<file path="config.mk">
export PLATFORM = sky130hd
export DESIGN_NAME = hci_top
export DESIGN_NICKNAME = d
export VERILOG_FILES = /design/src/source/hci_pkg.sv /design/src/source/hci_cmd_queue.sv /design/src/source/hci_csr.sv /design/src/source/hci_fifo.sv /design/src/source/hci_resp_queue.sv /design/src/source/hci_top.sv
export SDC_FILE = /design/constraint.sdc
export NUM_CORES = 1
export LEC_CHECK = 0
export ABC_AREA = 1
export BUFFER_PORTS_ARGS = -buffer_cell sky130_fd_sc_hd__buf_2
export CORE_MARGIN = 1
export CORE_UTILIZATION = 50
export DETAILED_ROUTE_END_ITERATION = 8
export PLACE_DENSITY = 0.68
export SYNTH_ARGS = -nofsm -noshare
export SYNTH_HDL_FRONTEND = slang
export SYNTH_SLANG_ARGS = --single-unit
export TNS_END_PERCENT = 50
</file>
<file path="constraint.sdc">
create_clock -name clk_i -period 8.1 [get_ports clk_i]
set_clock_uncertainty 0.1 [all_clocks]
set_input_delay 0.405 -clock clk_i [delete_from_list [all_inputs] [get_ports clk_i]]
set_output_delay 0.405 -clock clk_i [all_outputs]
set_load 0.05 [all_outputs]
</file>
<file path="src/source/hci_pkg.sv">
/* HCI queue block definitions */

`default_nettype none

package hci_pkg;

  localparam int unsigned CsrAddrW = 12;
  localparam int unsigned CsrDataW = 32;
  localparam int unsigned ThldW    = 8;

  typedef logic [CsrAddrW-1:0] csr_addr_t;
  typedef logic [CsrDataW-1:0] csr_data_t;
  typedef logic [ThldW-1:0]    thld_t;
  typedef logic [63:0]         cmd_t;
  typedef logic [31:0]         resp_t;

  // Register map
  localparam csr_addr_t ADDR_RESET_CTRL   = 12'h004;
  localparam csr_addr_t ADDR_CMD_PORT     = 12'h00C;
  localparam csr_addr_t ADDR_RESP_PORT    = 12'h010;
  localparam csr_addr_t ADDR_QUEUE_THLD   = 12'h014;
  localparam csr_addr_t ADDR_QUEUE_STATUS = 12'h018;

  localparam int unsigned RST_CMD_BIT   = 1;
  localparam int unsigned RST_RESP_BIT  = 2;
  localparam int unsigned THLD_CMD_LSB  = 0;
  localparam int unsigned THLD_RESP_LSB = 8;

  // QUEUE_STATUS fields
  localparam int unsigned STAT_CMD_FULL   = 0;
  localparam int unsigned STAT_CMD_EMPTY  = 1;
  localparam int unsigned STAT_CMD_TRIG   = 2;
  localparam int unsigned STAT_RESP_FULL  = 3;
  localparam int unsigned STAT_RESP_EMPTY = 4;
  localparam int unsigned STAT_RESP_TRIG  = 5;

  typedef struct packed {
    logic      req;
    logic      we;
    csr_addr_t addr;
    csr_data_t wdata;
  } csr_req_t;

  typedef struct packed {
    logic      ack;
    logic      err;
    csr_data_t rdata;
  } csr_rsp_t;

  // Decoded port access towards a queue
  typedef struct packed {
    logic      req;
    logic      we;
    csr_data_t wdata;
  } port_req_t;

  typedef struct packed {
    logic      err;
    csr_data_t rdata;
  } port_rsp_t;

  typedef struct packed {
    logic  full;
    logic  empty;
    logic  thld_trig;
    thld_t thld_o;  // Effective threshold after clamping
  } queue_stat_t;

  // Zero acts as one, anything past the depth is held at the depth
  function automatic thld_t clamp_thld(thld_t thld, thld_t depth);
    if (thld == '0) return thld_t'(1);
    if (thld > depth) return depth;
    return thld;
  endfunction

endpackage : hci_pkg

`default_nettype wire

</file>
<file path="src/source/hci_cmd_queue.sv">
/* HCI command queue */

`timescale 1ns/1ps
`default_nettype none

module hci_cmd_queue
  import hci_pkg::*;
#(
  parameter int unsigned Depth = 8
) (
  input  logic        clk_i,
  input  logic        rst_ni,

  // Command port from the register block
  input  port_req_t   port_req_i,
  output port_rsp_t   port_rsp_o,
  input  thld_t       thld_i,
  input  logic        rst_req_i,
  output logic        rst_done_o,
  output queue_stat_t stat_o,

  // Controller side
  output logic        cmd_rvalid_o,
  input  logic        cmd_rready_i,
  output cmd_t        cmd_rdata_o
);

  localparam int unsigned CntW = $clog2(Depth + 1);

  logic            half_q;  // Low dword is held
  csr_data_t       low_q;
  logic            rst_done_q;
  logic            flush;
  logic            wr_req;
  logic            push;
  logic            drop;
  logic            pop;
  logic            full;
  logic            empty;
  logic [CntW-1:0] count;
  thld_t           eff_thld;
  thld_t           free_cnt;

  // Flush only on the first cycle of a soft reset
  assign flush  = rst_req_i & ~rst_done_q;
  assign wr_req = port_req_i.req & port_req_i.we;
  assign push   = wr_req & half_q & ~full;
  assign drop   = wr_req & half_q & full;  // Whole command is lost

  always_ff @(posedge clk_i or negedge rst_ni) begin
    if (!rst_ni) begin
      half_q     <= 1'b0;
      rst_done_q <= 1'b0;
    end else begin
      rst_done_q <= flush;
      if (flush) begin
        half_q <= 1'b0;
      end else if (wr_req) begin
        half_q <= ~half_q;  // Second dword pushes or drops
      end
    end
  end

  always_ff @(posedge clk_i) begin
    if (wr_req && !half_q) low_q <= port_req_i.wdata;
  end

  // Reads are not supported on this port
  assign port_rsp_o.err   = port_req_i.req & (~port_req_i.we | drop);
  assign port_rsp_o.rdata = '0;
  assign rst_done_o       = rst_done_q;

  hci_fifo #(
    .T    (cmd_t),
    .Depth(Depth)
  ) u_fifo (
    .clk_i,
    .rst_ni,
    .flush_i(flush),
    .push_i (push),
    .wdata_i({port_req_i.wdata, low_q}),
    .pop_i  (pop),
    .rdata_o(cmd_rdata_o),
    .full_o (full),
    .empty_o(empty),
    .count_o(count)
  );

  assign cmd_rvalid_o = ~empty;
  assign pop          = cmd_rvalid_o & cmd_rready_i;

  // Trigger on free space
  assign eff_thld = clamp_thld(thld_i, thld_t'(Depth));
  assign free_cnt = thld_t'(Depth) - thld_t'(count);

  assign stat_o = '{
    full:      full,
    empty:     empty,
    thld_trig: (free_cnt >= eff_thld),
    thld_o:    eff_thld
  };

  assert property (@(posedge clk_i) disable iff (!rst_ni)
    cmd_rvalid_o && !cmd_rready_i && !flush |=> cmd_rvalid_o && $stable(cmd_rdata_o))
    else $error("command changed while stalled");

endmodule : hci_cmd_queue

`default_nettype wire

</file>
<file path="src/source/hci_csr.sv">
/* HCI register block */

`timescale 1ns/1ps
`default_nettype none

module hci_csr
  import hci_pkg::*;
(
  input  logic        clk_i,
  input  logic        rst_ni,

  input  csr_req_t    csr_req_i,
  output csr_rsp_t    csr_rsp_o,

  // Queue ports
  output port_req_t   cmd_port_o,
  input  port_rsp_t   cmd_port_i,
  output port_req_t   resp_port_o,
  input  port_rsp_t   resp_port_i,

  // Queue control and status
  input  queue_stat_t cmd_stat_i,
  input  queue_stat_t resp_stat_i,
  output thld_t       cmd_thld_o,
  output thld_t       resp_thld_o,
  output logic        cmd_rst_o,
  output logic        resp_rst_o,
  input  logic        cmd_rst_done_i,
  input  logic        resp_rst_done_i
);

  logic      wr;
  logic      rst_wr;
  logic      thld_wr;
  logic      err_d;
  csr_data_t rdata_d;
  thld_t     cmd_thld_q;
  thld_t     resp_thld_q;
  logic      cmd_rst_q;
  logic      resp_rst_q;
  logic      thld_wb_q;  // Clamped values pending
  logic      ack_q;
  logic      err_q;
  csr_data_t rdata_q;

  assign wr      = csr_req_i.req & csr_req_i.we;
  assign rst_wr  = wr & (csr_req_i.addr == ADDR_RESET_CTRL);
  assign thld_wr = wr & (csr_req_i.addr == ADDR_QUEUE_THLD);

  // Port accesses go out as pulses
  assign cmd_port_o.req   = csr_req_i.req & (csr_req_i.addr == ADDR_CMD_PORT);
  assign cmd_port_o.we    = csr_req_i.we;
  assign cmd_port_o.wdata = csr_req_i.wdata;
  assign resp_port_o.req   = csr_req_i.req & (csr_req_i.addr == ADDR_RESP_PORT);
  assign resp_port_o.we    = csr_req_i.we;
  assign resp_port_o.wdata = csr_req_i.wdata;

  always_comb begin
    err_d   = 1'b0;
    rdata_d = '0;
    case (csr_req_i.addr)
      ADDR_RESET_CTRL: begin
        rdata_d[RST_CMD_BIT]  = cmd_rst_q;
        rdata_d[RST_RESP_BIT] = resp_rst_q;
      end
      ADDR_CMD_PORT: begin
        err_d   = cmd_port_i.err;
        rdata_d = cmd_port_i.rdata;
      end
      ADDR_RESP_PORT: begin
        err_d   = resp_port_i.err;
        rdata_d = resp_port_i.rdata;
      end
      ADDR_QUEUE_THLD: begin
        rdata_d[THLD_CMD_LSB +: ThldW]  = cmd_thld_q;
        rdata_d[THLD_RESP_LSB +: ThldW] = resp_thld_q;
      end
      ADDR_QUEUE_STATUS: begin
        rdata_d[STAT_CMD_FULL]   = cmd_stat_i.full;
        rdata_d[STAT_CMD_EMPTY]  = cmd_stat_i.empty;
        rdata_d[STAT_CMD_TRIG]   = cmd_stat_i.thld_trig;
        rdata_d[STAT_RESP_FULL]  = resp_stat_i.full;
        rdata_d[STAT_RESP_EMPTY] = resp_stat_i.empty;
        rdata_d[STAT_RESP_TRIG]  = resp_stat_i.thld_trig;
      end
      default: err_d = 1'b1;  // Unmapped
    endcase
  end

  always_ff @(posedge clk_i or negedge rst_ni) begin
    if (!rst_ni) begin
      ack_q       <= 1'b0;
      err_q       <= 1'b0;
      rdata_q     <= '0;
      cmd_thld_q  <= '0;
      resp_thld_q <= '0;
      thld_wb_q   <= 1'b0;
      cmd_rst_q   <= 1'b0;
      resp_rst_q  <= 1'b0;
    end else begin
      ack_q     <= csr_req_i.req;
      err_q     <= csr_req_i.req & err_d;
      rdata_q   <= (csr_req_i.req && !csr_req_i.we) ? rdata_d : '0;
      thld_wb_q <= thld_wr;
      if (thld_wr) begin
        cmd_thld_q  <= csr_req_i.wdata[THLD_CMD_LSB +: ThldW];
        resp_thld_q <= csr_req_i.wdata[THLD_RESP_LSB +: ThldW];
      end else if (thld_wb_q) begin
        cmd_thld_q  <= cmd_stat_i.thld_o;  // Clamped by the queue
        resp_thld_q <= resp_stat_i.thld_o;
      end
      if (rst_wr) begin
        cmd_rst_q  <= csr_req_i.wdata[RST_CMD_BIT];
        resp_rst_q <= csr_req_i.wdata[RST_RESP_BIT];
      end else begin
        if (cmd_rst_done_i) cmd_rst_q <= 1'b0;
        if (resp_rst_done_i) resp_rst_q <= 1'b0;
      end
    end
  end

  assign csr_rsp_o   = '{ack: ack_q, err: err_q, rdata: rdata_q};
  assign cmd_thld_o  = cmd_thld_q;
  assign resp_thld_o = resp_thld_q;
  assign cmd_rst_o   = cmd_rst_q;
  assign resp_rst_o  = resp_rst_q;

  // Ack is a single pulse in the cycle after each request
  assert property (@(posedge clk_i) disable iff (!rst_ni)
    csr_req_i.req |=> csr_rsp_o.ack ##1 !csr_rsp_o.ack)
    else $error("acknowledge is not a single pulse after the request");

endmodule : hci_csr

`default_nettype wire

</file>
<file path="src/source/hci_fifo.sv">
/* Fall-through FIFO */

`timescale 1ns/1ps
`default_nettype none

module hci_fifo #(
  parameter type         T     = logic [31:0],
  parameter int unsigned Depth = 8
) (
  input  logic                           clk_i,
  input  logic                           rst_ni,
  input  logic                           flush_i,  // Drops every entry
  input  logic                           push_i,
  input  T                               wdata_i,
  input  logic                           pop_i,
  output T                               rdata_o,  // Head of the queue
  output logic                           full_o,
  output logic                           empty_o,
  output logic [$clog2(Depth + 1) - 1:0] count_o
);

  localparam int unsigned AddrW = (Depth > 1) ? $clog2(Depth) : 1;
  localparam int unsigned CntW  = $clog2(Depth + 1);

  T                 mem_q [Depth];
  logic [AddrW-1:0] wptr_q;
  logic [AddrW-1:0] rptr_q;
  logic [CntW-1:0]  count_q;

  // Wraps at Depth, so any depth works
  function automatic logic [AddrW-1:0] next_ptr(logic [AddrW-1:0] ptr);
    return (ptr == AddrW'(Depth - 1)) ? '0 : ptr + 1'b1;
  endfunction

  always_ff @(posedge clk_i or negedge rst_ni) begin
    if (!rst_ni) begin
      wptr_q  <= '0;
      rptr_q  <= '0;
      count_q <= '0;
    end else if (flush_i) begin
      wptr_q  <= '0;
      rptr_q  <= '0;
      count_q <= '0;
    end else begin
      if (push_i) wptr_q <= next_ptr(wptr_q);
      if (pop_i) rptr_q <= next_ptr(rptr_q);
      if (push_i && !pop_i) begin
        count_q <= count_q + 1'b1;
      end else if (pop_i && !push_i) begin
        count_q <= count_q - 1'b1;
      end
    end
  end

  always_ff @(posedge clk_i) begin
    if (push_i) mem_q[wptr_q] <= wdata_i;
  end

  assign rdata_o = mem_q[rptr_q];
  assign full_o  = (count_q == CntW'(Depth));
  assign empty_o = (count_q == '0);
  assign count_o = count_q;

  // Callers must respect full and empty
  assert property (@(posedge clk_i) disable iff (!rst_ni) push_i |-> !full_o)
    else $error("push into a full FIFO");
  assert property (@(posedge clk_i) disable iff (!rst_ni) pop_i |-> !empty_o)
    else $error("pop from an empty FIFO");

endmodule : hci_fifo

`default_nettype wire

</file>
<file path="src/source/hci_resp_queue.sv">
/* HCI response queue */

`timescale 1ns/1ps
`default_nettype none

module hci_resp_queue
  import hci_pkg::*;
#(
  parameter int unsigned Depth = 8
) (
  input  logic        clk_i,
  input  logic        rst_ni,

  // Response port from the register block
  input  port_req_t   port_req_i,
  output port_rsp_t   port_rsp_o,
  input  thld_t       thld_i,
  input  logic        rst_req_i,
  output logic        rst_done_o,
  output queue_stat_t stat_o,

  // Controller side
  input  logic        resp_wvalid_i,
  output logic        resp_wready_o,
  input  resp_t       resp_wdata_i
);

  localparam int unsigned CntW = $clog2(Depth + 1);

  logic            rst_done_q;
  logic            flush;
  logic            rd_req;
  logic            push;
  logic            pop;
  logic            full;
  logic            empty;
  resp_t           head;
  logic [CntW-1:0] count;
  thld_t           eff_thld;

  assign flush = rst_req_i & ~rst_done_q;

  always_ff @(posedge clk_i or negedge rst_ni) begin
    if (!rst_ni) begin
      rst_done_q <= 1'b0;
    end else begin
      rst_done_q <= flush;  // Done one cycle after the flush
    end
  end

  assign rst_done_o = rst_done_q;

  // Port read pops the head straight away
  assign rd_req = port_req_i.req & ~port_req_i.we;
  assign pop    = rd_req & ~empty;

  assign port_rsp_o.err   = port_req_i.req & (port_req_i.we | empty);
  assign port_rsp_o.rdata = pop ? head : '0;

  assign resp_wready_o = ~full;
  assign push          = resp_wvalid_i & ~full;

  hci_fifo #(
    .T    (resp_t),
    .Depth(Depth)
  ) u_fifo (
    .clk_i,
    .rst_ni,
    .flush_i(flush),
    .push_i (push),
    .wdata_i(resp_wdata_i),
    .pop_i  (pop),
    .rdata_o(head),
    .full_o (full),
    .empty_o(empty),
    .count_o(count)
  );

  // Trigger on filled entries
  assign eff_thld = clamp_thld(thld_i, thld_t'(Depth));

  assign stat_o = '{
    full:      full,
    empty:     empty,
    thld_trig: (thld_t'(count) >= eff_thld),
    thld_o:    eff_thld
  };

endmodule : hci_resp_queue

`default_nettype wire

</file>
<file path="src/source/hci_top.sv">
/* HCI queue block top level */

`timescale 1ns/1ps
`default_nettype none

module hci_top
  import hci_pkg::*;
#(
  parameter int unsigned CmdDepth  = 8,
  parameter int unsigned RespDepth = 8
) (
  input  logic        clk_i,
  input  logic        rst_ni,

  // Register bus
  input  csr_req_t    csr_req_i,
  output csr_rsp_t    csr_rsp_o,

  // Controller side
  output logic        cmd_rvalid_o,
  input  logic        cmd_rready_i,
  output cmd_t        cmd_rdata_o,
  input  logic        resp_wvalid_i,
  output logic        resp_wready_o,
  input  resp_t       resp_wdata_i,

  output queue_stat_t cmd_stat_o,
  output queue_stat_t resp_stat_o
);

  port_req_t cmd_port_req;
  port_rsp_t cmd_port_rsp;
  port_req_t resp_port_req;
  port_rsp_t resp_port_rsp;
  thld_t     cmd_thld;
  thld_t     resp_thld;
  logic      cmd_rst;
  logic      resp_rst;
  logic      cmd_rst_done;
  logic      resp_rst_done;

  hci_csr u_csr (
    .clk_i,
    .rst_ni,
    .csr_req_i,
    .csr_rsp_o,
    .cmd_port_o     (cmd_port_req),
    .cmd_port_i     (cmd_port_rsp),
    .resp_port_o    (resp_port_req),
    .resp_port_i    (resp_port_rsp),
    .cmd_stat_i     (cmd_stat_o),
    .resp_stat_i    (resp_stat_o),
    .cmd_thld_o     (cmd_thld),
    .resp_thld_o    (resp_thld),
    .cmd_rst_o      (cmd_rst),
    .resp_rst_o     (resp_rst),
    .cmd_rst_done_i (cmd_rst_done),
    .resp_rst_done_i(resp_rst_done)
  );

  hci_cmd_queue #(
    .Depth(CmdDepth)
  ) u_cmd_queue (
    .clk_i,
    .rst_ni,
    .port_req_i(cmd_port_req),
    .port_rsp_o(cmd_port_rsp),
    .thld_i    (cmd_thld),
    .rst_req_i (cmd_rst),
    .rst_done_o(cmd_rst_done),
    .stat_o    (cmd_stat_o),
    .cmd_rvalid_o,
    .cmd_rready_i,
    .cmd_rdata_o
  );

  hci_resp_queue #(
    .Depth(RespDepth)
  ) u_resp_queue (
    .clk_i,
    .rst_ni,
    .port_req_i(resp_port_req),
    .port_rsp_o(resp_port_rsp),
    .thld_i    (resp_thld),
    .rst_req_i (resp_rst),
    .rst_done_o(resp_rst_done),
    .stat_o    (resp_stat_o),
    .resp_wvalid_i,
    .resp_wready_o,
    .resp_wdata_i
  );

endmodule : hci_top

`default_nettype wire

</file>
==> run summary <==
Hold-critical path endpoint = u_cmd_queue.u_fifo.mem_q[5][60]$_DFFE_PP_
Count of flip-flops with a built-in enable after synthesis = 800
Clock transition at the registers of the reported paths = 60 ps
Cell types with the highest counts after synthesis = 800 x sky130_fd_sc_hd__edfxtp_1, 567 x sky130_fd_sc_hd__nor2_1, 298 x sky130_fd_sc_hd__o21ai_0, 283 x sky130_fd_sc_hd__nand2_1, 106 x sky130_fd_sc_hd__nand3_1
Area Overhead vs Synth = 15.0%
Remaining global-route overflow = 0
Number of buffer and inverter instances along the worst setup path = 3
Standard-cell rows = 96
Kind of capture point of the worst setup path = output pin
Die extent in x = 266 µm
FF-to-FF Start = u_cmd_queue.u_fifo.rptr_q[0]$_DFFE_PN0P_
DIE AREA = 0.0708 mm²
Routed len/inst = 21.8 µm
Highest Signal Layer = met5
Global-route wire length before repair = 128000 µm
Sequential share of the synthesized area = 0.743
# fillers = 5356
Vias in the first global route = 21621
CP cell instances = inv_6 > buf_4 > o21ai_0 > o22ai_1 > nor2_1 > a31oi_1 > buf_2
Async set-reset flop share out of synthesis = 0.0868
Portion of the clock cycle consumed by the worst path in the final layout = 0.603
TritonCTS buffer count = 89
Overall track demand over capacity in global routing = 0.241
Power per unit of standard cell area = 331 mW/mm²
Placed Cells = 3741
Outcome = finished, final reports clean
Tightest Pin Transition = 1210 ps
Length of routed met3 wiring = 6940 µm
Final cell count without fillers = 3953
Proportion of layout cells with a drive suffix above 1 = 0.144
Antenna Violating Nets Remaining = 0
Startpoint of the most critical hold path = csr_req_i[28]
Port bufs = 195
Cells taking the most area after synthesis = sky130_fd_sc_hd__edfxtp_1 69%, sky130_fd_sc_hd__nor2_1 6.1%, sky130_fd_sc_hd__dfrtp_1 5.5%, sky130_fd_sc_hd__o21ai_0 4.3%, sky130_fd_sc_hd__nand2_1 3.0%
Setup slack of the worst register-to-register path = 4830 ps
Gate Count Post-Synth = 2735
Max-cap check violation count = 0
Class of the tightest hold or removal check = input port to flop
Multi-input gate area = 0.00782 mm²
Count of buffers added by post-CTS timing repair for setup = 0
Arrival time at the worst endpoint = 4380 ps
Number of DRC violations after detailed-routing iteration 0 = 2385
Endpoint of the lowest-slack register-to-register path = u_cmd_queue.u_fifo.rptr_q[0]$_DFFE_PN0P_
Clock root buffer = sky130_fd_sc_hd__clkbuf_16
Maximum number of pins on one net before global-route repair = 165
Drt drc = 0
Drt pass-1 iters = 7
Worst ir drop on vdd = 0.000300 V
Setup violation total in the final timing report = 0
Final hold violation count = 0
Number of storage elements in the synthesis netlist = 876
Number of cells on the worst hold path = 1
Post-DP HPWL = 47200 µm
Cell with the largest stage delay on the worst path = sky130_fd_sc_hd__inv_6
Critical path peak fanout = 164
Mean number of vias per cell = 5.65
Category of the worst setup path launch point = flop
Slowest stage delay, CP = 820 ps
Crit path kind = flop to output pin
Total Power Consumption = 13.3 mW
Mean instance size in the synthesized netlist = 12.8 µm²
Family with the most delay on the worst path = buffers and inverters
Final wirelength = 86000 µm
Area after detailed placement = 0.0365 mm²
Cell area after synthesis = 0.0349 mm²
I/O pin count = 204
Required time at the worst-slack endpoint = 7600 ps
Final cell utilization of the core = 0.583
Share of the synthesized area in the top cell type = 0.689
Area of all placed cells without fillers = 0.0401 mm²
Footprint of the flip-flops and latches = 0.0259 mm²
Length of routed wiring on met1 = 34100 µm
Post-cts hold buffer count = 48
CTS tree = done
Count of instances resized after the clock tree is built = 0
Maximum level of the CTS H-tree = 3
Top cell type by total area after synthesis = sky130_fd_sc_hd__edfxtp_1
Height of the die = 266 µm
Maximum buffer depth of the clock tree = 3
Most frequently used cell type in the post-synthesis netlist = sky130_fd_sc_hd__edfxtp_1
Main flop type after synthesis = sky130_fd_sc_hd__edfxtp_1
Routed met2 length = 42600 µm
Achievable clock frequency = 0.205 GHz
Final net count = 3060
Antenna Cells = 0
Count of vias placed by the detailed router = 22354
Total Neg Setup Slack = 0 ps
Starting density of the core = 0.507
Final weighted congestion in routability-driven placement = 0.818
Count of warnings emitted by yosys = 0
Count of distinct cell types in the synthesized netlist = 45
Setup repair after global routing missed its margin = no
Max transition margin = 0.190
Insertion delay to the later sink of the worst-skew pair = 660 ps
Max Slew Vio Count = 0
Floorplan Core Area = 0.0688 mm²
Tmin final = 4890 ps
Leak = 14.2 nW
Clock sink count = 876
Initial antenna violation count = 3
Cells on worst reg2reg path = 3
layer usage:
metal / global-route usage / up-vias
li1: - / 10237
met1: 0.314 / 11025
met2: 0.402 / 928
met3: 0.0486 / 158
met4: 0.0842 / 6
met5: 0 / -
through the flow:
step / hold slack [ps] / worst slack [ps]
global route: 4.71 / 2940
CTS: 0.249 / 3240
detailed placement: 215 / 3930
floorplan: 9.41 / 1910
finish: 19.6 / 3210
global placement: 208 / 3910
flip-flops by register name (all words and copies together), names as in the netlist, 4 cells and up:
name,cells
u_cmd_queue.u_fifo.mem_q,512
u_resp_queue.u_fifo.mem_q,256
u_cmd_queue.low_q,32
u_csr.rdata_q,32
u_csr.cmd_thld_o,8
u_csr.resp_thld_o,8
u_cmd_queue.u_fifo.count_o,4
u_resp_queue.u_fifo.count_o,4
cells in the final DEF (no fill, tap or decap), types with 5 or more instances in the layout:
| master | n |
|---|---|
| sky130_fd_sc_hd__a21oi_1 | 19 |
| sky130_fd_sc_hd__a21oi_2 | 9 |
| sky130_fd_sc_hd__a31oi_1 | 64 |
| sky130_fd_sc_hd__buf_2 | 194 |
| sky130_fd_sc_hd__buf_4 | 39 |
| sky130_fd_sc_hd__bufinv_16 | 12 |
| sky130_fd_sc_hd__clkbuf_1 | 17 |
| sky130_fd_sc_hd__clkbuf_16 | 91 |
| sky130_fd_sc_hd__clkbuf_8 | 7 |
| sky130_fd_sc_hd__clkinv_1 | 14 |
| sky130_fd_sc_hd__clkinv_2 | 11 |
| sky130_fd_sc_hd__clkinvlp_4 | 6 |
| sky130_fd_sc_hd__conb_1 | 12 |
| sky130_fd_sc_hd__dfrtp_1 | 72 |
| sky130_fd_sc_hd__dlygate4sd3_1 | 48 |
| sky130_fd_sc_hd__edfxtp_1 | 800 |
| sky130_fd_sc_hd__ha_1 | 27 |
| sky130_fd_sc_hd__inv_1 | 79 |
| sky130_fd_sc_hd__inv_2 | 7 |
| sky130_fd_sc_hd__nand2_1 | 283 |
| sky130_fd_sc_hd__nand2_2 | 5 |
| sky130_fd_sc_hd__nand3_1 | 106 |
| sky130_fd_sc_hd__nand3_2 | 10 |
| sky130_fd_sc_hd__nand4_1 | 7 |
| sky130_fd_sc_hd__nor2_1 | 558 |
| sky130_fd_sc_hd__nor2_4 | 12 |
| sky130_fd_sc_hd__nor3_2 | 8 |
| sky130_fd_sc_hd__o211ai_1 | 8 |
| sky130_fd_sc_hd__o21ai_0 | 298 |
| sky130_fd_sc_hd__o21ai_1 | 56 |
| sky130_fd_sc_hd__o221ai_1 | 32 |
| sky130_fd_sc_hd__o22ai_1 | 69 |
cell families (layout without fill, tap and decap cells):
logic type	after synthesis	after routing	share of synthesized area
simple gates	1003	1003	0.117
buf+inv	260	537	0.0366
other cells	2	12	0.000215
xor+xnor	6	6	0.00151
fa+ha+maj	29	29	0.0108
flops	876	876	0.743
compound gates	559	559	0.0903
worst max path at each step:
| stage | endpoint | depth (start not counted) | from | slack (ps) |
|---|---|---|---|---|
| 2_1_floorplan | u_cmd_queue.u_fifo.mem_q[2][0]$_DFFE_PP_ | 7 | csr_req_i[43] | 1910 |
| 3_3_place_gp | cmd_rdata_o[43] | 7 | u_cmd_queue.u_fifo.rptr_q[0]$_DFFE_PN0P_ | 3910 |
| 3_5_place_dp | cmd_rdata_o[43] | 7 | u_cmd_queue.u_fifo.rptr_q[0]$_DFFE_PN0P_ | 3930 |
| 4_1_cts | cmd_rdata_o[43] | 7 | u_cmd_queue.u_fifo.rptr_q[0]$_DFFE_PN0P_ | 3240 |
| 5_1_grt | cmd_rdata_o[43] | 7 | u_cmd_queue.u_fifo.rptr_q[0]$_DFFE_PN0P_ | 2940 |
| 6_report | cmd_rdata_o[43] | 7 | u_cmd_queue.u_fifo.rptr_q[0]$_DFFE_PN0P_ | 3210 |
power breakdown:
part	total [mW]	switching, mW	leakage (nW)	internal [mW]
clock	4.26	1.73	1.48	2.53
combinational	3.72	2.82	4.45	0.909
sequential	5.31	0.170	8.24	5.14
layout make-up:
cell class,instances,area share
clock buffer,115,0.0608
clock inverter,49,0.0159
inverter,92,0.00895
multi-input combinational,1609,0.195
sequential,876,0.647
tap,931,0.0290
timing repair buffer,281,0.0435
Power figures use the tool's default switching activity.
